--- src/ecc_mem_settings.svh ---
`ifndef ECC_MEM_SETTINGS_SVH
`define ECC_MEM_SETTINGS_SVH

// data word width.
`define ECC_DATA_W 28

// check bits per word.
`define ECC_PAR_W 7

// 64 entries in the array.
`define ECC_ADDR_W 6

// saturating error counter width.
`define ECC_CNT_W 16

`endif

--- src/ecc_mem_pkg.sv ---
`default_nettype none

`include "ecc_mem_settings.svh"

package ecc_mem_pkg;

    // stored word with parity in the upper bits.
    typedef struct packed {
        logic [`ECC_PAR_W-1:0]  parity;
        logic [`ECC_DATA_W-1:0] data;
    } code_fields_t;

    // flat view for storage and fault injection.
    typedef union packed {
        logic [`ECC_PAR_W+`ECC_DATA_W-1:0] flat;
        code_fields_t                      f;
    } codeword_t;

    // check bits of a data word for encoder and syndrome.
    function automatic logic [`ECC_PAR_W-1:0] ecc_parity(
        input logic [`ECC_DATA_W-1:0] d
    );
        logic [`ECC_PAR_W-1:0] p;
        p[0] = d[0] ^ d[1] ^ d[3] ^ d[4] ^ d[6] ^ d[8] ^ d[10] ^ d[11]
             ^ d[13] ^ d[15] ^ d[17] ^ d[19] ^ d[21] ^ d[23] ^ d[25] ^ d[26];
        p[1] = d[0] ^ d[2] ^ d[3] ^ d[5] ^ d[6] ^ d[9] ^ d[10] ^ d[12]
             ^ d[13] ^ d[16] ^ d[17] ^ d[20] ^ d[21] ^ d[24] ^ d[25] ^ d[27];
        p[2] = d[1] ^ d[2] ^ d[3] ^ d[7] ^ d[8] ^ d[9] ^ d[10] ^ d[14]
             ^ d[15] ^ d[16] ^ d[17] ^ d[22] ^ d[23] ^ d[24] ^ d[25];
        p[3] = (^d[10:4]) ^ (^d[25:18]);
        p[4] = ^d[25:11];
        p[5] = ^d[27:26];
        // overall bit keeps every data syndrome at odd weight.
        p[6] = d[0] ^ d[1] ^ d[2] ^ d[4] ^ d[5] ^ d[7] ^ d[10] ^ d[11] ^ d[12]
             ^ d[14] ^ d[17] ^ d[18] ^ d[21] ^ d[23] ^ d[24] ^ d[26] ^ d[27];
        return p;
    endfunction

endpackage

`default_nettype wire

--- src/ecc_mem_if.sv ---
`default_nettype none

`include "ecc_mem_settings.svh"

// controller to codeword array.
interface mem_port_if import ecc_mem_pkg::*; ();
    logic                   write_en;
    logic [`ECC_ADDR_W-1:0] waddr;
    codeword_t              wcode;
    logic                   read_en;
    logic [`ECC_ADDR_W-1:0] raddr;
    codeword_t              rcode;

    modport ctrl (output write_en, waddr, wcode, read_en, raddr, input rcode);
    modport ram (input write_en, waddr, wcode, read_en, raddr, output rcode);
endinterface

// one pulse per completed read.
interface err_event_if;
    logic                   valid;
    logic                   sbit_err;
    logic                   dbit_err;
    logic [`ECC_ADDR_W-1:0] addr;

    modport src (output valid, sbit_err, dbit_err, addr);
    modport log (input valid, sbit_err, dbit_err, addr);
endinterface

`default_nettype wire

--- src/ecc_28_codec.sv ---
`default_nettype none

`include "ecc_mem_settings.svh"

module ecc_28_codec import ecc_mem_pkg::*; (
    input  logic [`ECC_DATA_W-1:0] data_in,
    input  logic [`ECC_PAR_W-1:0]  parity_in,
    input  logic                   bypass,
    output logic [`ECC_DATA_W-1:0] data_out,
    output logic                   sbit_err,
    output logic                   dbit_err
);

    logic [`ECC_PAR_W-1:0]  syndrome;
    logic [`ECC_DATA_W-1:0] mask;
    logic                   par_hit;
    logic                   single_err;
    logic                   double_err;

    assign syndrome = parity_in ^ ecc_parity(data_in);

    // syndrome to flipped data bit.
    always_comb begin
        mask = '0;
        par_hit = 1'b0;
        case (syndrome)
            7'b0000000: mask = '0;
            7'b1000011: mask = 28'h0000001;
            7'b1000101: mask = 28'h0000002;
            7'b1000110: mask = 28'h0000004;
            7'b0000111: mask = 28'h0000008;
            7'b1001001: mask = 28'h0000010;
            7'b1001010: mask = 28'h0000020;
            7'b0001011: mask = 28'h0000040;
            7'b1001100: mask = 28'h0000080;
            7'b0001101: mask = 28'h0000100;
            7'b0001110: mask = 28'h0000200;
            7'b1001111: mask = 28'h0000400;
            7'b1010001: mask = 28'h0000800;
            7'b1010010: mask = 28'h0001000;
            7'b0010011: mask = 28'h0002000;
            7'b1010100: mask = 28'h0004000;
            7'b0010101: mask = 28'h0008000;
            7'b0010110: mask = 28'h0010000;
            7'b1010111: mask = 28'h0020000;
            7'b1011000: mask = 28'h0040000;
            7'b0011001: mask = 28'h0080000;
            7'b0011010: mask = 28'h0100000;
            7'b1011011: mask = 28'h0200000;
            7'b0011100: mask = 28'h0400000;
            7'b1011101: mask = 28'h0800000;
            7'b1011110: mask = 28'h1000000;
            7'b0011111: mask = 28'h2000000;
            7'b1100001: mask = 28'h4000000;
            7'b1100010: mask = 28'h8000000;
            // a flipped check bit leaves the data alone.
            7'b1000000, 7'b0100000, 7'b0010000, 7'b0001000,
            7'b0000100, 7'b0000010, 7'b0000001: par_hit = 1'b1;
            default: mask = '0;
        endcase
    end

    // anything else nonzero is treated as two flipped bits.
    assign single_err = (|mask) | par_hit;
    assign double_err = (syndrome != '0) & ~single_err;

    assign data_out = bypass ? data_in : (data_in ^ mask);
    assign sbit_err = ~bypass & single_err;
    assign dbit_err = ~bypass & double_err;

endmodule

`default_nettype wire

--- src/ecc_code_ram.sv ---
`default_nettype none

`include "ecc_mem_settings.svh"

module ecc_code_ram import ecc_mem_pkg::*; (
    input logic      clk,
    mem_port_if.ram  mem
);

    codeword_t store [0:(1 << `ECC_ADDR_W)-1];

    always_ff @(posedge clk) begin
        if (mem.write_en) begin
            store[mem.waddr] <= mem.wcode;
        end
    end

    // read-first, so a same-address write shows next time.
    always_ff @(posedge clk) begin
        if (mem.read_en) begin
            mem.rcode <= store[mem.raddr];
        end
    end

endmodule

`default_nettype wire

--- src/ecc_mem_ctrl.sv ---
`default_nettype none

`include "ecc_mem_settings.svh"

module ecc_mem_ctrl import ecc_mem_pkg::*; (
    input  logic                              clk,
    input  logic                              reset,
    input  logic                              write_en,
    input  logic [`ECC_ADDR_W-1:0]            write_addr,
    input  logic [`ECC_DATA_W-1:0]            write_data,
    input  logic [`ECC_PAR_W+`ECC_DATA_W-1:0] inject_mask,
    input  logic                              read_en,
    input  logic [`ECC_ADDR_W-1:0]            read_addr,
    input  logic                              bypass,
    output logic                              rd_valid,
    output logic [`ECC_DATA_W-1:0]            rd_data,
    output logic                              rd_sbit_err,
    output logic                              rd_dbit_err,
    mem_port_if.ctrl                          mem,
    err_event_if.src                          evt
);

    codeword_t              enc_word;
    logic                   rd_pend;
    logic [`ECC_ADDR_W-1:0] rd_addr_q;
    logic                   bypass_q;
    logic [`ECC_DATA_W-1:0] dec_data;
    logic                   dec_sbit;
    logic                   dec_dbit;
    logic [`ECC_ADDR_W-1:0] evt_addr_q;

    always_comb begin
        enc_word.f.data = write_data;
        enc_word.f.parity = ecc_parity(write_data);
    end

    // faults go in on the flat word including check bits.
    assign mem.wcode = enc_word.flat ^ inject_mask;
    assign mem.write_en = write_en;
    assign mem.waddr = write_addr;
    assign mem.read_en = read_en;
    assign mem.raddr = read_addr;

    // first stage lines up with the array read.
    always_ff @(posedge clk) begin
        if (reset) begin
            rd_pend <= 1'b0;
        end else begin
            rd_pend <= read_en;
        end
        rd_addr_q <= read_addr;
        bypass_q <= bypass;
    end

    ecc_28_codec u_codec (
        .data_in   (mem.rcode.f.data),
        .parity_in (mem.rcode.f.parity),
        .bypass    (bypass_q),
        .data_out  (dec_data),
        .sbit_err  (dec_sbit),
        .dbit_err  (dec_dbit)
    );

    // second stage registers the results.
    always_ff @(posedge clk) begin
        if (reset) begin
            rd_valid <= 1'b0;
            rd_sbit_err <= 1'b0;
            rd_dbit_err <= 1'b0;
        end else begin
            rd_valid <= rd_pend;
            rd_sbit_err <= rd_pend & dec_sbit;
            rd_dbit_err <= rd_pend & dec_dbit;
        end
    end

    always_ff @(posedge clk) begin
        if (rd_pend) begin
            rd_data <= dec_data;
            evt_addr_q <= rd_addr_q;
        end
    end

    assign evt.valid = rd_valid;
    assign evt.sbit_err = rd_sbit_err;
    assign evt.dbit_err = rd_dbit_err;
    assign evt.addr = evt_addr_q;

endmodule

`default_nettype wire

--- src/ecc_err_log.sv ---
`default_nettype none

`include "ecc_mem_settings.svh"

module ecc_err_log (
    input  logic                   clk,
    input  logic                   reset,
    input  logic                   clear_counts,
    err_event_if.log               evt,
    output logic [`ECC_CNT_W-1:0]  sbit_count,
    output logic [`ECC_CNT_W-1:0]  dbit_count,
    output logic [`ECC_ADDR_W-1:0] last_err_addr
);

    logic sbit_full;
    logic dbit_full;

    // counters stick at all ones.
    assign sbit_full = &sbit_count;
    assign dbit_full = &dbit_count;

    // clear beats a same-cycle event.
    always_ff @(posedge clk) begin
        if (reset || clear_counts) begin
            sbit_count <= '0;
            dbit_count <= '0;
            last_err_addr <= '0;
        end else if (evt.valid) begin
            if (evt.sbit_err && !sbit_full) begin
                sbit_count <= sbit_count + {{(`ECC_CNT_W-1){1'b0}}, 1'b1};
            end
            if (evt.dbit_err && !dbit_full) begin
                dbit_count <= dbit_count + {{(`ECC_CNT_W-1){1'b0}}, 1'b1};
            end
            if (evt.sbit_err || evt.dbit_err) begin
                last_err_addr <= evt.addr;
            end
        end
    end

endmodule

`default_nettype wire

--- src/ecc_mem_top.sv ---
`default_nettype none

`include "ecc_mem_settings.svh"

module ecc_mem_top (
    input  logic                              clk,
    input  logic                              reset,
    input  logic                              write_en,
    input  logic [`ECC_ADDR_W-1:0]            write_addr,
    input  logic [`ECC_DATA_W-1:0]            write_data,
    input  logic [`ECC_PAR_W+`ECC_DATA_W-1:0] inject_mask,
    input  logic                              read_en,
    input  logic [`ECC_ADDR_W-1:0]            read_addr,
    input  logic                              bypass,
    input  logic                              clear_counts,
    output logic                              rd_valid,
    output logic [`ECC_DATA_W-1:0]            rd_data,
    output logic                              rd_sbit_err,
    output logic                              rd_dbit_err,
    output logic [`ECC_CNT_W-1:0]             sbit_count,
    output logic [`ECC_CNT_W-1:0]             dbit_count,
    output logic [`ECC_ADDR_W-1:0]            last_err_addr
);

    mem_port_if  u_mem_if ();
    err_event_if u_evt_if ();

    ecc_mem_ctrl u_ctrl (
        .clk         (clk),
        .reset       (reset),
        .write_en    (write_en),
        .write_addr  (write_addr),
        .write_data  (write_data),
        .inject_mask (inject_mask),
        .read_en     (read_en),
        .read_addr   (read_addr),
        .bypass      (bypass),
        .rd_valid    (rd_valid),
        .rd_data     (rd_data),
        .rd_sbit_err (rd_sbit_err),
        .rd_dbit_err (rd_dbit_err),
        .mem         (u_mem_if.ctrl),
        .evt         (u_evt_if.src)
    );

    ecc_code_ram u_ram (
        .clk (clk),
        .mem (u_mem_if.ram)
    );

    ecc_err_log u_log (
        .clk           (clk),
        .reset         (reset),
        .clear_counts  (clear_counts),
        .evt           (u_evt_if.log),
        .sbit_count    (sbit_count),
        .dbit_count    (dbit_count),
        .last_err_addr (last_err_addr)
    );

endmodule

`default_nettype wire

--- config.mk ---
export PLATFORM = sky130hd
export DESIGN_NAME = ecc_mem_top
export DESIGN_NICKNAME = d
export VERILOG_FILES = /design/src/ecc_mem_pkg.sv /design/src/ecc_mem_if.sv /design/src/ecc_28_codec.sv /design/src/ecc_code_ram.sv /design/src/ecc_mem_ctrl.sv /design/src/ecc_err_log.sv /design/src/ecc_mem_top.sv
export VERILOG_INCLUDE_DIRS = /design/src
export SDC_FILE = /design/constraint.sdc
export NUM_CORES = 2
export LEC_CHECK = 0
export BUFFER_PORTS_ARGS = -buffer_cell sky130_fd_sc_hd__buf_2
export CAP_MARGIN = 10
export CORE_UTILIZATION = 56
export CTS_CLUSTER_DIAMETER = 200
export DETAILED_ROUTE_END_ITERATION = 6
export PLACE_DENSITY_LB_ADDON = 0.1
export RECOVER_POWER = 50
export REMOVE_ABC_BUFFERS = 1
export SLEW_MARGIN = 5
export SYNTH_ARGS = -nofsm -noshare
export SYNTH_HDL_FRONTEND = slang
export SYNTH_SLANG_ARGS = --single-unit
--- constraint.sdc ---
create_clock -name clk -period 3.15 [get_ports clk]
set_clock_uncertainty 0.2 [all_clocks]
set_input_delay 0.1575 -clock clk [delete_from_list [all_inputs] [get_ports clk]]
set_output_delay 0.1575 -clock clk [all_outputs]
set_load 0.005 [all_outputs]
==> key figures <==
Run status
  • Status: finished, violations left
  • Failing checks: capacitance limit, slew limit, setup timing

Critical path
  • Crit path to: u_ctrl.evt.sbit_err$_SDFF_PP0_
  • Crit path max fanout: 6
  • Setup crit end kind: flop
  • Crit path depth: 9
  • Worst reg-to-reg path cell count: 9
  • Critical register-to-register path startpoint: u_ram.mem.rcode[24]$_DFFE_PP_
  • Peak per-stage delay on the critical path: approximately 0.52 ns
  • R2r endpoint: u_ctrl.evt.sbit_err$_SDFF_PP0_
  • Setup crit start: u_ram.mem.rcode[24]$_DFFE_PP_
  • Crit path cell chain: xnor2_1 -> xnor3_1 -> xnor3_2 -> xor2_1 -> buf_4 -> a31oi_1 -> a221o_1 -> nand4_1 -> nor3b_2
  • Startpoint types: flop
  • Buf+Inv Stages, Crit Path: 1
  • Slowest stage cell, crit path: xnor3_1
  • CP arrival: roughly 3.8 ns
  • CP Class: flop to flop
  • Crit path required time: between 3 and 4 ns
  • Flop2flop setup slack: -0.07 ns
  • CP delay by family, top: XOR/XNOR gates

Placement
  • Detailed Place HPWL: 134,000 um
  • Post-place instance area: approximately 100,000 um2
  • Routability cong.: 0.886
  • I/O Buffers: approximately 150
  • Dpl ws: -0.242 ns

GRT
  • Initial antenna violation count: 14
  • GRT Total Usage: 0.287
  • Global-route wire length before repair: ~330,000 um
  • Largest net degree at the start of global routing: 65
  • Vias in the first global route: approximately 44,000
  • Grt ovf: 0

Timing
  • FMAX: 311 MHz
  • Final critical-path share of the clock period: 1.02
  • Final Hold Viols: 0
  • RSZ-0062 raised after global routing: true
  • Setup Viol. Count Final: 2
  • Final Max Tran Viols: ~320
  • Period minus WS final: 3.22 ns
  • Slew @ Worst Pin: approximately 1.9 ns
  • Slew HR: -0.250
  • Final worst setup slack: -0.0683 ns

CTS
  • CTS tree: yes
  • Max Buffers Root-to-Sink: 3
  • Root Driver: clkbuf_16
  • Clock sink total: roughly 2,400
  • Clock slew at reported path FFs: around 0.060 ns
  • CTS Buf Count: about 230
  • # H-tree levels: 4
  • Worst-Skew Late Latency: 0.87 ns

Finish
  • Area of the multi-input gates: between 20,000 and 25,000 um2
  • Synthesis-to-finish area growth: 16.2%
  • Final core utilization: 0.658
  • Reg area: 70,300 um2
  • Nets: approximately 4,500
  • Number of filler cells placed in the layout: roughly 10,000
  • Final Cell Area: about 110,000 um2
  • Share of layout cells above drive strength 1: 0.335

Route
  • DR vias: 43,700
  • DRT antenna net count: 0
  • DR iter-0 viols: 5,172
  • DRC errors left: 0
  • WL per Instance: 34.0 um
  • TritonRoute pass-1 iters: 6
  • Total detailed-routing wirelength: roughly 230,000 um
  • Drt via density: 6.43

Floorplanning
  • Rows: between 100 and 150
  • Initial core utilization: 0.566
  • Die area: 165,000 um2
  • Die Ht: ~400 um
  • Die width: 406 um
  • Core Area: 161,000 um2
  • I/O pins: 150

Job
  • Max-Cap Viols: 11

Yosys
  • Synth top area cells: edfxtp_1 (76%), mux4_2 (18%), xnor2_1 (1.2%), dfxtp_1 (1.1%), xor2_1 (0.62%)
  • Post-synth ARST share: 0
  • Flop and latch count out of synthesis: 2,358
  • Synth cell types: between 50 and 60
  • Post-synth EDFFs: between 2,000 and 2,500
  • Yosys warns: 0
  • Post-synth design cell area: 91,400 um2
  • Synth Flop Type: edfxtp_1
  • Yosys top cell by area: edfxtp_1
  • Post-Syn Instances: between 3,000 and 4,000
  • Yosys top cell area share: 0.759
  • Synthesized area per cell: 23.9 um2
  • Seq/Total Area, Yosys: 0.770

Power and ir drop
  • LEAKAGE: about 33 nW
  • Worst VDD drop: 0.719 mV
  • Final Power: around 0.072 W
  • Pwr/cell area: approximately 680 nW/um2

Hold path
  • Hold/Removal Path Class: flop to flop
## sequential cells by signal, indices dropped and copies added (netlist names), 6 cells and up
| register | cells |
|---|---|
| u_ctrl.rd_data | 28 |
| u_ram.mem.rcode | 35 |
| u_ram.store | 2240 |
| u_log.dbit_count | 16 |
| u_log.last_err_addr | 6 |
| u_ctrl.rd_addr_q | 6 |
| u_log.sbit_count | 16 |
| u_ctrl.evt.addr | 6 |
## cell usage in the layout, fill, tap and decap left out, types with 4 or more instances in the layout
master,netlist,routed
edfxtp_1,2309,2309
mux4_2,724,724
clkbuf_16,0,231
buf_4,0,182
clkbuf_1,126,155
xnor2_1,124,112
buf_12,0,83
dlygate4sd3_1,0,80
nor2_1,127,70
buf_2,3,70
clkinv_1,0,58
nor2_4,0,54
clkinv_2,0,49
dfxtp_1,49,48
clkbuf_2,0,47
nand2_1,40,40
nand3_1,37,37
xor2_1,65,36
xor2_4,1,29
mux2i_1,20,20
o21ai_0,16,17
xnor2_2,4,16
nand4_1,14,14
xnor3_1,12,12
mux2_2,11,11
bufinv_16,0,9
or3_1,8,8
clkinvlp_4,0,8
nor3_1,8,6
inv_1,6,6
a21oi_1,6,6
or2_2,5,5
inv_6,0,5
and3_1,4,4
nand3b_1,4,4
nand2b_1,4,4
o211ai_1,4,4
nor4_1,4,4
clkinv_8,0,4
## synth_stat cells, types with 2 or more instances
cell	number
xnor2_1	124
nor4_1	4
buf_2	3
mux2i_1	20
clkbuf_1	126
nand2b_1	4
xnor3_1	12
nor2b_1	3
buf_1	53
a21oi_1	6
xnor2_2	4
mux4_2	724
o21ai_0	16
nor2_1	127
dfxtp_1	49
a31oi_1	2
nand3b_1	4
nor3_1	8
nand2_1	40
nand3_1	37
edfxtp_1	2309
xor2_1	65
ha_1	2
or2_2	5
mux2_2	11
o211ai_1	4
and3_1	4
nand4_1	14
xnor3_2	3
inv_1	6
xnor2_4	3
or3_1	8
and4_1	2
or3b_2	2
## kinds of logic (layout without fill, tap and decap cells)
family / count (synthesis) / count (layout) / synth area share
compound gates: 38 / 38 / 0.00268
xor+xnor: 214 / 214 / 0.0242
fa+ha+maj: 2 / 2 / 0.000274
buf+inv: 188 / 993 / 0.00777
flops: 2358 / 2358 / 0.770
mux: 755 / 755 / 0.182
other cells: 0 / 3 / 0
simple gates: 267 / 267 / 0.0133
## per-layer routing
layer,GRT usage,up-vias,share of wire
li1,-,17500,-
met1,0.412,23600,0.39
met2,0.444,2160,0.48
met3,0.0749,348,0.10
met4,0.0788,6,0.025
met5,0,-,0.00015
## layout make-up
cell class | instances | share of cell area
clock buffers | 286 | 0.0564
flip-flops and latches | 2358 | 0.662
well taps | 2160 | 0.0254
clock inverters | 135 | 0.00873
multi-input cells | 1276 | 0.201
inverters | 6 | 0.000212
diodes | 3 | 0.0000707
repair buffers | 566 | 0.0456
## repair_timing
action	CTS	global route
endpoints found under the hold margin	2467	0
hold buffers	84	0
pin swaps	0	5
buffers inserted	3	3
gates resized for setup	3	10
setup endpoints to repair	21	22
## stage by stage
| step | cells | hold WS (ns) | setup TNS (ns) |
|---|---|---|---|
| after floorplan | 3640 | -0.0148 | -99.75 |
| after global placement | 6276 | 0.143 | -2.54 |
| after detailed placement | 6276 | 0.155 | -2.20 |
| after CTS | 6784 | 0.00586 | -0.0177 |
| after global routing | 6789 | 0.210 | -2.51 |
| final | 6790 | 0.207 | -0.0852 |
## report_power, final
group          switching (W)  internal (W)  total [W]  leakage (nW)
Combinational        0.00584       0.00364    0.00948          8.80
Clock                 0.0114        0.0141     0.0255          3.38
Sequential          0.000166        0.0367     0.0369          21.2
## how the worst min path moves through the flow
stage	from	endpoint	slack (ns)	cells past startpoint
after floorplan	bypass	u_ctrl.bypass_q$_DFF_P_	-0.01	0
after global placement	reset	u_ctrl.rd_pend$_SDFF_PP0_	0.14	2
after detailed placement	bypass	u_ctrl.bypass_q$_DFF_P_	0.15	1
after CTS	write_data[12]	u_ram.store[58][34]$_DFFE_PP_	0.006	4
after global routing	u_ctrl.rd_addr_q[1]$_DFF_P_	u_ctrl.evt.addr[1]$_DFFE_PP_	0.21	0
final	u_ctrl.rd_addr_q[1]$_DFF_P_	u_ctrl.evt.addr[1]$_DFFE_PP_	0.21	0
## worst reg2reg max path, cell delays in order (launching register included)
cell and delay, ns:
edfxtp_1 0.43, xnor2_1 0.22, xnor3_1 0.52, xnor3_2 0.50, xor2_1 0.36, buf_4 0.18
a31oi_1 0.08, a221o_1 0.36, nand4_1 0.13, nor3b_2 0.17
No activity file was read; power rests on OpenSTA's default activity.
